File: config.mk
export PLATFORM = sky130hd
export DESIGN_NAME = alu_execute
export DESIGN_NICKNAME = d
export VERILOG_FILES = /design/src/core_pkg.sv /design/src/alu_execute.sv
export VERILOG_INCLUDE_DIRS = /design/src /design/src/src
export SDC_FILE = /design/constraint.sdc
export NUM_CORES = 1
export LEC_CHECK = 0
export ABC_AREA = 1
export BUFFER_PORTS_ARGS = -buffer_cell sky130_fd_sc_hd__buf_2
export CELL_PAD_IN_SITES_DETAIL_PLACEMENT = 1
export CELL_PAD_IN_SITES_GLOBAL_PLACEMENT = 2
export CORE_MARGIN = 2
export CORE_UTILIZATION = 29
export CTS_BUF_LIST = sky130_fd_sc_hd__clkbuf_16
export CTS_CLUSTER_DIAMETER = 150
export DETAILED_ROUTE_END_ITERATION = 8
export PLACE_DENSITY_LB_ADDON = 0.1
export RECOVER_POWER = 50
export SYNTH_ARGS = -nofsm -noshare
export SYNTH_HDL_FRONTEND = slang
export SYNTH_SLANG_ARGS = --single-unit
export TNS_END_PERCENT = 20
File: constraint.sdc
create_clock -name clk -period 3.8 [get_ports clk]
set_input_delay 0.19 -clock clk [delete_from_list [all_inputs] [get_ports clk]]
set_output_delay 0.19 -clock clk [all_outputs]
set_load 0.01 [all_outputs]
File: src/core_consts.svh
`ifndef CORE_CONSTS_SVH
`define CORE_CONSTS_SVH

// ------------------------------------------------------------
// Core sizing
// ------------------------------------------------------------

// Register address width
// MSB of the address picks bank 0 or bank 1
`define CORE_ADDR_WIDTH 6

// Machine word width
`define CORE_DATA_WIDTH 32

// Registers in one bank
// Two banks fill the whole address space
`define CORE_BANK_WORDS 32

`endif

File: src/core_pkg.sv
`default_nettype none

`include "core_consts.svh"

package core_pkg;

  // ------------------------------------------------------------
  // Data and address types
  // ------------------------------------------------------------

  // One machine word
  typedef logic [`CORE_DATA_WIDTH-1:0] word_t;

  // Register address with the bank select in the MSB
  typedef logic [`CORE_ADDR_WIDTH-1:0] reg_addr_t;

  // ADDI immediate before sign extension
  typedef logic [15:0] imm_t;

  // ------------------------------------------------------------
  // Opcodes
  // ------------------------------------------------------------

  // Codes 10 to 15 are undefined
  typedef enum logic [3:0] {
    ADD  = 4'h0,
    SUB  = 4'h1,
    AND  = 4'h2,
    OR   = 4'h3,
    XOR  = 4'h4,
    // Shift amount from the low five bits of rs2
    SLL  = 4'h5,
    SRL  = 4'h6,
    ADDI = 4'h7,
    // Three operand ops use read port C
    ADD3 = 4'h8,
    CMOV = 4'h9   // rs3 != 0 picks rs1
  } alu_op_e;

endpackage

`default_nettype wire

File: src/alu_execute.sv
`timescale 1ns/1ps
`default_nettype none

module alu_execute (
  input  logic                clk,
  input  logic                rst_n,
  // Decode status
  input  logic                dec_valid_i,
  input  logic                undef_i,
  // Decoded fields
  input  core_pkg::alu_op_e   op_i,
  input  core_pkg::reg_addr_t rd_i,
  input  core_pkg::reg_addr_t raddr_a_i,
  input  core_pkg::reg_addr_t raddr_b_i,
  input  core_pkg::reg_addr_t raddr_c_i,
  input  core_pkg::imm_t      imm_i,
  // Register file read data
  input  core_pkg::word_t     rdata_a_i,
  input  core_pkg::word_t     rdata_b_i,
  input  core_pkg::word_t     rdata_c_i,
  // Result register as the older bypass source
  input  logic                wb_valid_i,
  input  core_pkg::reg_addr_t wb_rd_i,
  input  core_pkg::word_t     wb_data_i,
  // Execute stage result
  output logic                ex_valid_o,
  output core_pkg::reg_addr_t ex_rd_o,
  output core_pkg::word_t     ex_result_o,
  output logic                illegal_o
);

  import core_pkg::*;

  // Stage control
  logic      valid_q;
  logic      illegal_q;

  // Stage payload
  alu_op_e   op_q;
  reg_addr_t rd_q;
  imm_t      imm_q;
  word_t     opa_q;
  word_t     opb_q;
  word_t     opc_q;

  // Operands after bypass
  word_t     opnd_a;
  word_t     opnd_b;
  word_t     opnd_c;

  // Live ALU output
  word_t     alu_result;

  // ------------------------------------------------------------
  // Operand bypass
  // ------------------------------------------------------------

  // Youngest producer first, then the result register, then the file
  function automatic word_t fwd(input reg_addr_t addr, input word_t rf_data);
    word_t data;
    data = rf_data;
    // Address 0 never forwards
    if (addr != '0) begin
      if (valid_q && (rd_q == addr)) begin
        data = alu_result;
      end else if (wb_valid_i && (wb_rd_i == addr)) begin
        data = wb_data_i;
      end
    end
    return data;
  endfunction

  always_comb begin
    opnd_a = fwd(raddr_a_i, rdata_a_i);
    opnd_b = fwd(raddr_b_i, rdata_b_i);
    opnd_c = fwd(raddr_c_i, rdata_c_i);
  end

  // ------------------------------------------------------------
  // Stage registers
  // ------------------------------------------------------------

  always_ff @(posedge clk or negedge rst_n) begin
    if (!rst_n) begin
      valid_q   <= 1'b0;
      illegal_q <= 1'b0;
    end else begin
      valid_q   <= dec_valid_i;
      illegal_q <= undef_i;
    end
  end

  // Payload only moves on a defined instruction
  always_ff @(posedge clk) begin
    if (dec_valid_i) begin
      op_q  <= op_i;
      rd_q  <= rd_i;
      imm_q <= imm_i;
      opa_q <= opnd_a;
      opb_q <= opnd_b;
      opc_q <= opnd_c;
    end
  end

  // ------------------------------------------------------------
  // ALU
  // ------------------------------------------------------------

  always_comb begin
    case (op_q)
      ADD:  alu_result = opa_q + opb_q;
      SUB:  alu_result = opa_q - opb_q;
      AND:  alu_result = opa_q & opb_q;
      OR:   alu_result = opa_q | opb_q;
      XOR:  alu_result = opa_q ^ opb_q;
      SLL:  alu_result = opa_q << opb_q[4:0];
      SRL:  alu_result = opa_q >> opb_q[4:0];
      // Sign-extended immediate
      ADDI: alu_result = opa_q + {{($bits(word_t) - $bits(imm_t)){imm_q[$bits(imm_t)-1]}}, imm_q};
      ADD3: alu_result = opa_q + opb_q + opc_q;
      CMOV: alu_result = (opc_q != '0) ? opa_q : opb_q;
      default: alu_result = '0;
    endcase
  end

  assign ex_valid_o  = valid_q;
  assign ex_rd_o     = rd_q;
  assign ex_result_o = alu_result;
  assign illegal_o   = illegal_q;

endmodule

`default_nettype wire

---- Word-level counts from Yosys, hierarchy flattened ----
Index checks and enable logic that the tools add are counted.
storage, ports and cells
  word-level logic and storage cells ...... 54
  register bits after elaboration ......... 124
  memories ................................ 0
  output and inout bits ................... 40
  ROM bits ................................ 0
  bits in writable memories ............... 0
  latch bits .............................. 0
  input bits .............................. 183
cells by class
  bitwise logic cells ..................... 3
  mux-type cells .......................... 11
  reduce and logical (&&, ||, !) cells .... 11
  divide/modulo/power cells ............... 0
  add/subtract/negate cells ............... 4
  $mul .................................... 0
  shift-type cells ........................ 2
  order comparisons ....................... 0
  equality and inequality tests ........... 15
operators with widths
  cell                                            number
  two-way mux 32 bit                              10
  one-hot mux 32 bit (10 select lines)            1
  adder 32 bit                                    3
  == test 6 bit                                   6
  bitwise AND 32 bit                              1
  OR 32 bit                                       1
  nonzero test 32 bit                             1
  left shift 32 x 5 -> 32 bit                     1
  right shift 32 x 5 -> 32 bit                    1
  subtractor 32 bit                               1
  XOR 32 bit                                      1
  nonzero test 6 bit                              3
  == test 4 x 3 -> 1 bit (second input constant)  4
  == test 4 x 2 -> 1 bit (second input constant)  2
  == test 4 bit (second input constant)           2
  logical AND 1 bit                               6
  == test 4 x 1 -> 1 bit (second input constant)  1
  zero test 4 bit                                 1

---- Longest topological paths before layout ----
  depth after elaboration ................. 5
  gate-level depth with buffers ........... 31
  mapped depth without buffers ............ 29

---- Worst setup path before layout ----
OpenSTA, ideal clock, no wires.
  kind .................................... reg2reg
  start point ............................. register opb_q[2]
  end point ............................... register opc_q[30] (data pin)
  arrival ................................. 3.814 ns
  setup time .............................. 0.252 ns
  data required time ...................... 3.548 ns
  path buffers ............................ 3
  cell stages (with the launch flop) ...... 27
  path slack .............................. -0.267 ns
  path through ............................ edfxtp_1 > buf_6 > clkinv_2 > buf_2 > buf_2 > ha_1 > or2_1 > nand2_1 > o21bai_2 > nand2_1 > nand2_1 > nand3_1 > nand2_1 > or2_2 > and2_1 > ha_1 > nand2_1 > nor2_1 > inv_1 > nor4_1 > nand3_1 > a21oi_1 > nor2_1 > nor2_2 > nand3_1 > nand2_1 > nand2_1
between the ends
  longest elaborated chain between the ends .. 5
RTL lines
  element                                 RTL line                                text
  start: declaration                      alu_execute.sv:43                       word_t opb_q;
  start signal: assignment                alu_execute.sv:100                      opb_q <= opnd_b;
  adder 32 bit                            alu_execute.sv:111, alu_execute.sv:120
  adder 32 bit                            alu_execute.sv:120                      ADD3: alu_result = opa_q + opb_q + opc_q;
  one-hot mux 32 bit (10 select lines) *  alu_execute.sv:110                      case (op_q)
  two-way mux 32 bit *                    alu_execute.sv:64                       if (valid_q && (rd_q == addr)) begin
  two-way mux 32 bit *                    alu_execute.sv:63                       if (addr != '0) begin
  via opnd_c[30]                          alu_execute.sv:49                       word_t opnd_c;
  end signal: assignment                  alu_execute.sv:101                      opc_q <= opnd_c;
  end: declaration                        alu_execute.sv:44                       word_t opc_q;
The timed path passes the listed nets; every way through them passes the cells marked *.
A chain may end at the register's enable or synchronous reset.

---- Worst setup path after layout ----
  start point ............................. register opb_q[6]
  end point ............................... output port ex_result_o[29]
between the ends
  longest elaborated chain between the ends .. 3
RTL lines
  element                                 RTL line                                text
  adder 32 bit                            alu_execute.sv:111, alu_execute.sv:120
  adder 32 bit                            alu_execute.sv:120
  one-hot mux 32 bit (10 select lines) *  alu_execute.sv:110
  end: declaration                        alu_execute.sv:28                       output core_pkg::word_t ex_result_o,
Mark *: on every way between the ends. The rest lies on a longest branch, timed or not.

==> impl_metrics.toml <==
[run_status]
status = "finished with violations"
violations = "capacitance limit, slew limit, setup timing"

[timing]
timing.final.crit_share_pct = 122.2
fin_skew_ns = 0.03317
rsz0062_at_grt = "true"
setup_viol_count_final = 202
hold_viol = 0
fmax_ghz = 0.2153
worst_slew_pin_slew_ns = 3.330
fin_crit_ns = 4.644
maxSlewViolCount = 43
relSlewSlack_pct = -122.0
fin_ws_ns = -0.8439

[place]
port_buffers = 222
place_congestion = 1.018
hpwlAfterDp_um = 107800
placed_cell_area_um2 = 26990

[route]
viasPerCell = 5.477
highest_layer = "met4"
wl_per_cell_um = 25.74
drcViolationCount = 0
wl_met3_um = 7991
vias = 29260
wl_met1_um = 60040
wl_met2_um = 63960
ant_nets = 0
drtIter0Drc = 2165
firstDrtPassIters = 5
wl_um = 137500

[floorplan]
core_um2 = 68710
start_util_pct = 29.37
die_h_um = 267.8
rows = 96
die_w_um = 267.8
io-pin-count = 223
dieArea_um2 = 71710

[global_route]
antenna_found_initial = 4
grt_pass1_wl_um = 194500
grt_max_degree = 83
grtUsageTotal_pct = 37.00
overflow = 0
first_global_vias = 29860

[final_layout]
num-nets-final = 4712
fin_util_pct = 48.31
regArea_um2 = 3714
multi_input_area_um2 = 18040
finalInstanceArea_um2 = 33190
nFillCells = 8898
drive_above_1_share_pct = 40.98
syn_to_final_growth_pct = 64.48

[synthesis]
synth_seq_area_share_pct = 18.40
synth_fa_ha_area_share_pct = 8.358
synth_compound_area_share_pct = 22.14
syn-num-nets = 3748
ys_top_cells_by_count = "nand2_1, inv_1, o21ai_0"
synth-simple-area-share_pct = 38.18
ys.flop_type = "edfxtp_1"
syn_area_per_cell_um2 = 5.880
yosysMostFrequentCell = "nand2_1"
synth_cell_types = 65
synth_edf_count = 122
synth_top_area_cell = "nand2_1"
synth.area.top_cells = "nand2_1, edfxtp_1, o21ai_0"
postSynth.asyncResetShare_pct = 1.613
ys_ff_latch = 124
synth_top_family_by_area = "simple AND/OR/NAND/NOR gates"
synth_top_area_share_pct = 19.27
synthXorXnorAreaFrac_pct = 2.127
yosys-mux-area-fraction_pct = 0.4588
synthCells = 3432
yosys_warnings = 0
netlist_area_um2 = 20180

[setup_path]
crit_top_cell = "nand2_1"
cp.arrival_ns = 4.45
critPathLaunchType = "register"
path_class = "register to primary output"
cp_data_required_time_ns = 3.61
crit_family = "simple AND/OR/NAND/NOR gates"
worst_path_largest_cell_delay_ns = 0.53
worst-path-buf-inv = 8
critPathMaxFanout = 6
slowest_stage = "edfxtp_1"
crit_path_end_kind = "primary output"

[clock_network]
cts_made_buffers = 17
clk_pin_slew_ns = 0.07
ctsHtreeMaxLevel = 4
cts-root-buf = "clkbuf_16"
cts_buffer_depth = 2
clk_latency_ns = 0.50
cts.sinks = 124
cts_tree = "done"

[power_and_ir_drop]
p_per_area_nw_per_um2 = 332.8
ir_drop_mv = 0.3098
p_leak_nw = 15.27

[min_path]
hold_class = "input port to register"

[flow_run]
cap_violations = 1
report_power, final:
group / total, W / internal [W] / switching (W)
logic: 0.00754 / 0.00334 / 0.00420
registers: 0.00176 / 0.00163 / 0.000130
clock network: 0.00174 / 0.000961 / 0.000783
final timing paths:
check,startpoint,end,slack [ns],depth (start not counted)
worst max register to register,opb_q[6]$_DFFE_PP_,opa_q[30]$_DFFE_PP_,-0.60,29
worst min-delay path,rdata_b_i[29],opb_q[29]$_DFFE_PP_,0.04,3
min in group asynchronous,rst_n,illegal_o$_DFF_PN0_,0.55,3
worst min register to register,ex_valid_o$_DFF_PN0_,opc_q[7]$_DFFE_PP_,1.10,5
max in group asynchronous,rst_n,ex_valid_o$_DFF_PN0_,3.13,3
worst max-delay path,opb_q[6]$_DFFE_PP_,ex_result_o[29],-0.84,27
timing repair:
action,CTS,global route
hold buffers,58,0
endpoints found under the setup margin,116,122
setup buffers,86,63
hold endpoints to repair,58,0
pin swaps,153,159
gates resized for setup,631,356
state kept, by name, indices dropped and copies added (netlist names):
register	flops
op_q	4
ex_rd_o	6
opc_q	32
ex_valid_o	1
imm_q	16
opa_q	32
illegal_o	1
opb_q	32
worst register-to-register path, delay by kind of cell (launching register included):
kind	cells	cell delay (ns)
flops	1	0.53
fa+ha+maj	2	0.60
simple gates	14	1.55
buf+inv	8	0.86
compound gates	5	0.64
logic make-up after synthesis:
group,count (synthesis)
compound gates,801
simple gates,1809
fa+ha+maj,133
mux,8
buf+inv,508
xor+xnor,49
flops,124
stage by stage:
stage	setup TNS, ns	hold slack, ns	total power (W)	setup slack, ns	instances
5_1_grt	-91.02	0.04034	0.01156	-1.040	5341
4_1_cts	-33.27	0.001166	0.01014	-0.7898	5282
3_5_place_dp	-74.78	-0.02447	0.007288	-1.223	5113
3_3_place_gp	-65.42	-0.02582	0.007179	-1.120	5113
6_report	-59.82	0.04215	0.01104	-0.8439	5342
2_1_floorplan	0	-0.1056	0.004225	0.001970	3432
area by class of cell:
class,instances,area share (%)
Tap cell,931,3.510
Clock buffer,17,1.282
Multi-Input combinational cell,2800,54.34
Inverter,372,4.278
Timing Repair Buffer,1081,24.94
Antenna cell,2,0.01508
Clock inverter,15,0.4524
Sequential cell,124,11.19
cell usage in the layout (no fill, tap or decap), types with 117 or more instances in the layout:
cell and count:
nand2_2 117, buf_2 201, inv_1 283, a21oi_1 141
edfxtp_1 122, o21ai_0 265, nand2_1 893, nand3_1 201
buf_4 701, nor2_1 207
per-layer routing:
| metal | GRT usage [%] | vias up |
|---|---|---|
| met5 | 0 | - |
| met4 | 14.04 | 0 |
| met3 | 4.756 | 234 |
| met2 | 61.14 | 1042 |
| met1 | 49.08 | 14540 |
| li1 | - | 13450 |
Power figures use the tool's default switching activity.
