$ cat src/core_consts.svh
`ifndef CORE_CONSTS_SVH
`define CORE_CONSTS_SVH

// ------------------------------------------------------------
// Core sizing
// ------------------------------------------------------------

// Register address width
// MSB of the address picks bank 0 or bank 1
`define CORE_ADDR_WIDTH 6

// Machine word width
`define CORE_DATA_WIDTH 32

// Registers in one bank
// Two banks fill the whole address space
`define CORE_BANK_WORDS 32

`endif

$ cat src/core_pkg.sv
`default_nettype none

`include "core_consts.svh"

package core_pkg;

  // ------------------------------------------------------------
  // Data and address types
  // ------------------------------------------------------------

  // One machine word
  typedef logic [`CORE_DATA_WIDTH-1:0] word_t;

  // Register address with the bank select in the MSB
  typedef logic [`CORE_ADDR_WIDTH-1:0] reg_addr_t;

  // ADDI immediate before sign extension
  typedef logic [15:0] imm_t;

  // ------------------------------------------------------------
  // Opcodes
  // ------------------------------------------------------------

  // Codes 10 to 15 are undefined
  typedef enum logic [3:0] {
    ADD  = 4'h0,
    SUB  = 4'h1,
    AND  = 4'h2,
    OR   = 4'h3,
    XOR  = 4'h4,
    // Shift amount from the low five bits of rs2
    SLL  = 4'h5,
    SRL  = 4'h6,
    ADDI = 4'h7,
    // Three operand ops use read port C
    ADD3 = 4'h8,
    CMOV = 4'h9   // rs3 != 0 picks rs1
  } alu_op_e;

endpackage

`default_nettype wire

$ cat src/result_writeback.sv
`timescale 1ns/1ps
`default_nettype none

module result_writeback (
  input  logic                clk,
  input  logic                rst_n,
  // Execute stage result
  input  logic                ex_valid_i,
  input  core_pkg::reg_addr_t ex_rd_i,
  input  core_pkg::word_t     ex_result_i,
  // Register file port A and bypass source
  output logic                wb_valid_o,
  output core_pkg::reg_addr_t wb_rd_o,
  output core_pkg::word_t     wb_data_o,
  // Completed instruction report
  output logic                result_valid_o,
  output core_pkg::reg_addr_t result_rd_o,
  output core_pkg::word_t     result_data_o
);

  import core_pkg::*;

  // Committed result held for one cycle
  logic      valid_q;
  reg_addr_t rd_q;
  word_t     data_q;

  always_ff @(posedge clk or negedge rst_n) begin
    if (!rst_n) begin
      valid_q <= 1'b0;
    end else begin
      valid_q <= ex_valid_i;
    end
  end

  // Capture only on a live result
  always_ff @(posedge clk) begin
    if (ex_valid_i) begin
      rd_q   <= ex_rd_i;
      data_q <= ex_result_i;
    end
  end

  // ------------------------------------------------------------
  // Outputs
  // ------------------------------------------------------------

  // rd 0 still writes here and the file drops it
  assign wb_valid_o     = valid_q;
  assign wb_rd_o        = rd_q;
  assign wb_data_o      = data_q;

  assign result_valid_o = valid_q;
  assign result_rd_o    = rd_q;
  assign result_data_o  = data_q;

endmodule

`default_nettype wire

$ cat config.mk
export PLATFORM = sky130hd
export DESIGN_NAME = result_writeback
export DESIGN_NICKNAME = d
export VERILOG_FILES = /design/src/core_pkg.sv /design/src/result_writeback.sv
export VERILOG_INCLUDE_DIRS = /design/src /design/src/src
export SDC_FILE = /design/constraint.sdc
export NUM_CORES = 1
export LEC_CHECK = 0
export BUFFER_PORTS_ARGS = -buffer_cell sky130_fd_sc_hd__buf_4
export CAP_MARGIN = 5
export CORE_ASPECT_RATIO = 0.75
export CORE_UTILIZATION = 38
export DETAILED_ROUTE_END_ITERATION = 16
export PLACE_DENSITY = 0.85
export SLEW_MARGIN = 20
export SYNTH_ARGS = -nofsm -noshare
export SYNTH_HDL_FRONTEND = slang
export SYNTH_SLANG_ARGS = --single-unit
$ cat constraint.sdc
create_clock -name clk -period 0.8 [get_ports clk]
set_input_delay 0.04 -clock clk [delete_from_list [all_inputs] [get_ports clk]]
set_output_delay 0.04 -clock clk [all_outputs]
set_load 0.02 [all_outputs]
== Yosys cells after proc, flatten, opt, wreduce, memory -nomap -nowiden ==
Index checks and enable logic that the tools add are counted.

* Register bits: 39
* Bits of input ports: 41

== Logic depth before layout (Yosys ltp) ==
Gate-level depths: netlist (run 1).

* Word-level depth: 0
* Depth in mapped cells: 1
* Depth with buffers taken out: 0

== Least setup slack after synthesis (run 1) ==
No wires, ideal clock.

* Path type: flip-flop to output port
* Start point: reg data_q[0], in the netlist result_data_o[0]
* End point: out wb_data_o[0]
* Arrival: 667 ps
* Cell stages (with the launch flop): 2
* Slack: 93 ps
* Cell sequence: edfxtp_1 -> buf_4

{| class="wikitable"
|+ RTL lines
! element !! RTL line !! source
|-
| from (decl) || result_writeback.sv:26 || <nowiki>word_t data_q;</nowiki>
|-
| from (signal assigned) || result_writeback.sv:40 || <nowiki>data_q <= ex_result_i;</nowiki>
|-
| to (decl) || result_writeback.sv:14 || <nowiki>output core_pkg::word_t wb_data_o,</nowiki>
|}

No word-level cell between the ends.

== Final worst setup path (run 1) ==
* Start point: reg data_q[25], in the netlist result_data_o[25]
* End point: out wb_data_o[25]

No word-level cell between the ends.

==> flow_metrics.py, run 1 <==
metrics = {
    "cts": {
        "cts_setup_buffers": 0,
        "clock-sinks": 39,
        "cts_max_level": 2,
        "cts_max_path_buffers": 2,
        "cts_tree": "built",
        "cts_made_buffers": 5,
        "root_cell_of_the_clock_tree": "sky130_fd_sc_hd__clkbuf_8",
        "clock_transition_at_path_regs_ps": 80,
    },
    "sta": {
        "finalHoldViolations": 0,
        "fin_crit_ps": 939,
        "max_freq_mhz": 1070,
        "setup_repair_after_global_routing_missed_its_margin": "yes",
        "final.setup.worst_slack_ps": -139,
        "report.final.setup_viol": 78,
        "timing.slew.headroom_pct": 89.3,
        "slew_violations": 0,
        "worst-slew-pin-transition_ps": 161,
        "final.period_utilization_pct": 117,
        "fin_hold_ws_ps": 63.9,
    },
    "critical_path": {
        "worst_path_max_delay_cell": "sky130_fd_sc_hd__edfxtp_1",
        "cp.arrival_ps": 900,
        "path_delay_family": "flip-flops",
        "setup.worst_path.start_class": "register",
        "crit_path_cell_trace": "buf_6",
        "path_max_fanout": 2,
        "worstPathRequired_ps": 760,
        "critical_path.endpoint_type": "output port",
        "worstSetupPathType": "reg2out",
        "critPathMaxStageDelay_ps": 450,
        "cp_num_buf_inv": 1,
    },
    "job": {
        "timing.max_cap.violations": 0,
    },
    "drt": {
        "drt_iter0_drc": 100,
        "detailedRoute.firstPassIterationCount": 11,
        "met3RoutedLength_um": 387,
        "drt_wl_total_mm": 4.74,
        "ant_nets": 0,
        "wl_per_cell_um": 18.4,
        "wl_met1_mm": 1.72,
        "post_drt_via_cell_ratio": 4.28,
        "vias": 1104,
        "top_layer_used": "met4",
        "met2WireLength_mm": 2.59,
        "post-route-drc-count": 1,
    },
    "floorplanning": {
        "fp-row-count": 19,
        "floorplan.die_area_um2": 4090,
        "die_x_um": 73.5,
        "die_height_um": 55.7,
        "ios": 119,
        "placeableCoreArea_um2": 3660,
        "start_util_pct": 39.8,
    },
    "yosys": {
        "dominant_combinational_cell_family_by_area_after_synthesis": "buffers and inverters",
        "yosys-mux-area-fraction_pct": 0,
        "count_of_cell_types_in_the_netlist": 3,
        "synthesis.nets": 119,
        "synth_sequential_area_ratio_pct": 79.9,
        "synthesized_area_fraction_occupied_by_ao_oa_aoi_and_oai_cells_pct": 0,
        "synth_warnings": 0,
        "netlist_instances": 78,
        "synth.cell_area_um2": 1460,
        "yosys.area_share.simple_pct": 0,
        "yosys.area_share.xor_xnor_pct": 0,
        "synth.ff_latch_count": 39,
        "adder_cell_area_share_of_the_yosys_netlist_pct": 0,
        "mean_instance_size_in_the_synthesized_netlist_um2": 18.7,
    },
    "cells_and_area": {
        "diode_count": 0,
        "post-route-cell-area_um2": 2900,
        "final_layout_size_suffix_gt1_share_pct": 61.2,
        "fillerInstances": 189,
        "design.final.nets": 246,
        "layout.comb_gates.multi_input": 0,
        "area_growth_syn_to_layout_pct": 98.7,
        "sequential_cell_area_um2": 1170,
        "multi_input_area_um2": 0,
    },
    "grt": {
        "largest_net_degree_at_the_start_of_global_routing": 22,
        "antenna_found_initial": 0,
        "groute.usage.overall_pct": 23.4,
        "grt_first_pass_wirelength_mm": 6.72,
        "overflow": 0,
        "number_of_global_route_vias_before_repair": 1171,
    },
    "hold_path": {
        "min-delay-path-class": "in2async",
    },
    "placement": {
        "placedInstanceArea_um2": 2160,
        "numPortBuffers": 118,
        "routability_congestion_estimate": 0.632,
    },
    "power_and_ir_drop": {
        "leakagePower_nw": 1.26,
        "ir_worst_vdd_v": 0.000998,
        "power_per_cell_area_nw_per_um2": 1830,
    },
    "run_status": {
        "run_status": "finished with violations",
        "violations_in_the_final_reports": "design-rule violations, negative setup slack",
    },
}
## sequential cells by signal (all words and copies together) (netlist names)
register	flops
result_data_o	32
result_rd_o	6
result_valid_o	1
## layer usage
layer,vias to the layer above,global-route usage (%)
met5,-,0
met1,541,26.4
met4,0,5.49
li1,487,-
met2,72,42.3
met3,4,7.97
## placed cells by master, fill, tap and decap left out
cell type / instances
sky130_fd_sc_hd__buf_6: 72
sky130_fd_sc_hd__clkbuf_8: 5
sky130_fd_sc_hd__clkinv_2: 1
sky130_fd_sc_hd__edfxtp_1: 38
sky130_fd_sc_hd__clkbuf_1: 2
sky130_fd_sc_hd__dlygate4sd3_1: 39
sky130_fd_sc_hd__buf_4: 46
sky130_fd_sc_hd__dfrtp_1: 1
sky130_fd_sc_hd__buf_12: 2
## path summary, 6_finish.rpt
kind                                              from                        to  slack (ps)  cells past startpoint
max in group asynchronous                        rst_n  result_valid_o$_DFF_PN0_         660                      2
min in group clk                            ex_valid_i  result_valid_o$_DFF_PN0_         110                      2
worst min-delay path                             rst_n  result_valid_o$_DFF_PN0_          60                      2
worst max-delay path       result_data_o[25]$_DFFE_PP_             wb_data_o[25]        -140                      1
## report_power, final
part	total (mW)	switching [mW]	internal [mW]
logic	1.44	0.647	0.797
clock network	1.28	0.663	0.612
registers	2.58	0.155	2.43
total	5.30	1.46	3.84
## cell families (layout without fill, tap and decap cells)
| family | count (synthesis) | after routing |
|---|---|---|
| buffers and inverters | 39 | 167 |
| flip-flops | 39 | 39 |
## stage by stage
step	cells	worst slack, ps	TNS [ps]	power, mW	utilization, %
CTS	258	-132	-8360	5.25	79.0
floorplan	78	92.7	0	3.16	-
detailed placement	211	171	0	3.66	58.9
global route	258	-169	-11520	5.47	79.2
finish	258	-139	-9070	5.30	79.2
global placement	211	181	0	3.62	58.9
## timing repair
item,in CTS,in global routing
pin swaps,0,0
hold buffers,39,0
endpoints found under the setup margin,78,78
resized for setup,70,2
gates cloned,0,0
endpoints found under the hold margin,39,0
## cell usage after synthesis
library cell	number	share of area [%]
sky130_fd_sc_hd__buf_4	39	20
sky130_fd_sc_hd__edfxtp_1	38	78
sky130_fd_sc_hd__dfrtp_1	1	1.7
## final cells by class
| cell class | count | area share (%) |
|---|---|---|
| repair buffers | 159 | 54.7 |
| clock inverters | 1 | 0.173 |
| flip-flops and latches | 39 | 40.2 |
| well taps | 52 | 2.24 |
| clock buffers | 7 | 2.63 |
Power figures use the tool's default switching activity.
==> inputs of run 2 (changes only) <==
--- a/config.mk
+++ b/config.mk
@@ -8,10 +8,12 @@
 export LEC_CHECK = 0
 export BUFFER_PORTS_ARGS = -buffer_cell sky130_fd_sc_hd__buf_4
 export CAP_MARGIN = 5
+export CELL_PAD_IN_SITES_DETAIL_PLACEMENT = 0
+export CELL_PAD_IN_SITES_GLOBAL_PLACEMENT = 1
 export CORE_ASPECT_RATIO = 0.75
-export CORE_UTILIZATION = 38
+export CORE_UTILIZATION = 28
 export DETAILED_ROUTE_END_ITERATION = 16
-export PLACE_DENSITY = 0.85
+export PLACE_DENSITY = 0.84
 export SLEW_MARGIN = 20
 export SYNTH_ARGS = -nofsm -noshare
 export SYNTH_HDL_FRONTEND = slang
==> flow_metrics.py, run 2 (synthesis results as in run 1) <==
metrics = {
    "cells_and_area": {
        "final_cell_mix": "76 x sky130_fd_sc_hd__buf_6, 42 x sky130_fd_sc_hd__buf_4, 39 x sky130_fd_sc_hd__dlygate4sd3_1",
        "fillerInstances": 392,
        "multi_input_area_um2": 0,
        "final-instance-count-excl-fill": 266,
        "diode_count": 0,
        "layout.comb_gates.multi_input": 0,
        "area_growth_syn_to_layout_pct": 100,
        "design.final.nets": 246,
        "post-route-cell-area_um2": 2920,
        "commonest_non_fill_non_tap_cell_in_the_layout": "sky130_fd_sc_hd__buf_6",
        "largest_register_ffs": 32,
        "final_layout_size_suffix_gt1_share_pct": 61.2,
    },
    "drt": {
        "drt_iter0_drc": 17,
        "wl_per_cell_um": 13.8,
        "drt_wl_total_mm": 3.68,
        "met3RoutedLength_um": 294,
        "detailedRoute.firstPassIterationCount": 3,
        "ant_nets": 0,
        "post_drt_via_cell_ratio": 3.95,
        "vias": 1050,
        "met2WireLength_mm": 2.19,
        "post-route-drc-count": 0,
        "wl_met1_mm": 1.18,
        "top_layer_used": "met4",
    },
    "critical_path": {
        "worstSetupPathType": "reg2out",
        "cp_num_buf_inv": 1,
        "worst_path_max_delay_cell": "sky130_fd_sc_hd__edfxtp_1",
        "path_delay_family": "flip-flops",
        "cp-startpoint": "result_data_o[27]$_DFFE_PP_",
        "cp.arrival_ps": 900,
        "path_max_fanout": 2,
        "worstPathRequired_ps": 760,
        "setup.worst_path.start_class": "register",
        "critical_path.endpoint_type": "output port",
        "critPathMaxStageDelay_ps": 430,
        "crit_path_cell_trace": "buf_4",
    },
    "placement": {
        "placedInstanceArea_um2": 2170,
        "routability_congestion_estimate": 0.676,
        "dp_cells": 219,
        "numPortBuffers": 118,
        "detailedPlacementHpwl_mm": 2.30,
    },
    "cts": {
        "cts_max_path_buffers": 2,
        "cts_made_buffers": 5,
        "cts_max_level": 2,
        "clock_transition_at_path_regs_ps": 70,
        "root_cell_of_the_clock_tree": "sky130_fd_sc_hd__clkbuf_8",
        "cts_tree": "built",
        "clock-sinks": 39,
    },
    "grt": {
        "number_of_global_route_vias_before_repair": 1121,
        "grt_first_pass_wirelength_mm": 5.30,
        "antenna_found_initial": 0,
        "overflow": 0,
        "groute.usage.overall_pct": 13.4,
        "largest_net_degree_at_the_start_of_global_routing": 22,
    },
    "sta": {
        "fin_tns_setup_ps": -8170,
        "setup_repair_after_global_routing_missed_its_margin": "yes",
        "final.setup.worst_slack_ps": -138,
        "finalHoldViolations": 0,
        "fin_crit_ps": 938,
        "final.period_utilization_pct": 117,
        "report.final.setup_viol": 78,
        "worst-slew-pin-transition_ps": 155,
        "timing.slew.headroom_pct": 89.7,
        "slew_violations": 0,
        "max_freq_mhz": 1070,
    },
    "floorplanning": {
        "start_util_pct": 29.4,
        "placeableCoreArea_um2": 4950,
        "floorplan.die_area_um2": 5510,
        "fp-row-count": 22,
        "die_height_um": 64.5,
        "ios": 119,
        "die_x_um": 85.4,
    },
    "hold_path": {
        "min-delay-path-class": "in2async",
    },
    "power_and_ir_drop": {
        "power_per_cell_area_nw_per_um2": 1790,
        "ir_worst_vdd_v": 0.000925,
        "sw_frac_of_total_pct": 26.4,
        "p_sw_mw": 1.38,
        "leakagePower_nw": 1.27,
        "p_comb_share_pct": 27.0,
        "p_int_mw": 3.84,
        "power.share.clock_pct": 23.7,
        "sequential_fraction_of_design_power_pct": 49.3,
    },
    "run_status": {
        "violations_in_the_final_reports": "negative setup slack",
        "run_status": "finished with violations",
    },
    "job": {
        "timing.max_cap.violations": 0,
    },
}
run 2: changes by cell type in the layout (fill, tap and decap cells not counted):
cell                    delta
sky130_fd_sc_hd__buf_4     -4
sky130_fd_sc_hd__buf_6     +4
run 2: metrics by stage:
step / setup WS, ps / utilization [%] / hold WS, ps / total power [mW]
after detailed placement: 167 / 43.7 / -184 / 3.64
final: -138 / 59.0 / 51.2 / 5.22
after floorplan: 92.7 / - / -256 / 3.16
after global placement: 180 / 43.7 / -184 / 3.62
after global routing: -179 / 59.0 / 37.1 / 5.46
after CTS: -132 / 57.5 / 48.9 / 5.20
run 2: path summary, 6_finish.rpt:
path / to / slack, ps / cells after the start
worst max-delay path: result_data_o[27] / -140 / 1
worst min-delay path: result_valid_o$_DFF_PN0_ / 50 / 2
max in group asynchronous: result_valid_o$_DFF_PN0_ / 670 / 2
min in group clk: result_valid_o$_DFF_PN0_ / 70 / 2
run 2: cell type report:
type | instances | area, µm² | area share, %
repair buffers | 159 | 1600 | 54.8
clock inverters | 1 | 5.00 | 0.171
flip-flops and latches | 39 | 1170 | 39.9
well taps | 60 | 75.1 | 2.57
clock buffers | 7 | 76.3 | 2.61
run 2: routing by layer:
layer / vias up / GRT usage [%]
li1: 489 / -
met1: 497 / 12.0
met2: 62 / 26.4
met3: 2 / 6.37
met4: 0 / 4.17
met5: - / 0
run 2: power by group through the flow:
stage | clock network, mW | logic [mW] | registers (mW)
CTS | 1.29 | 1.36 | 2.56
detailed placement | 0 | 1.08 | 2.56
floorplan | 0 | 0.415 | 2.75
global route | 1.40 | 1.47 | 2.59
global placement | 0 | 1.07 | 2.55
finish | 1.24 | 1.41 | 2.57
run 2: what timing repair did:
item,CTS,global route
buffers inserted,0,0
pin swaps,0,0
cloned,0,0
endpoints found under the hold margin,39,0
resized for setup,56,20
hold buffers,39,0
endpoints found under the setup margin,78,78
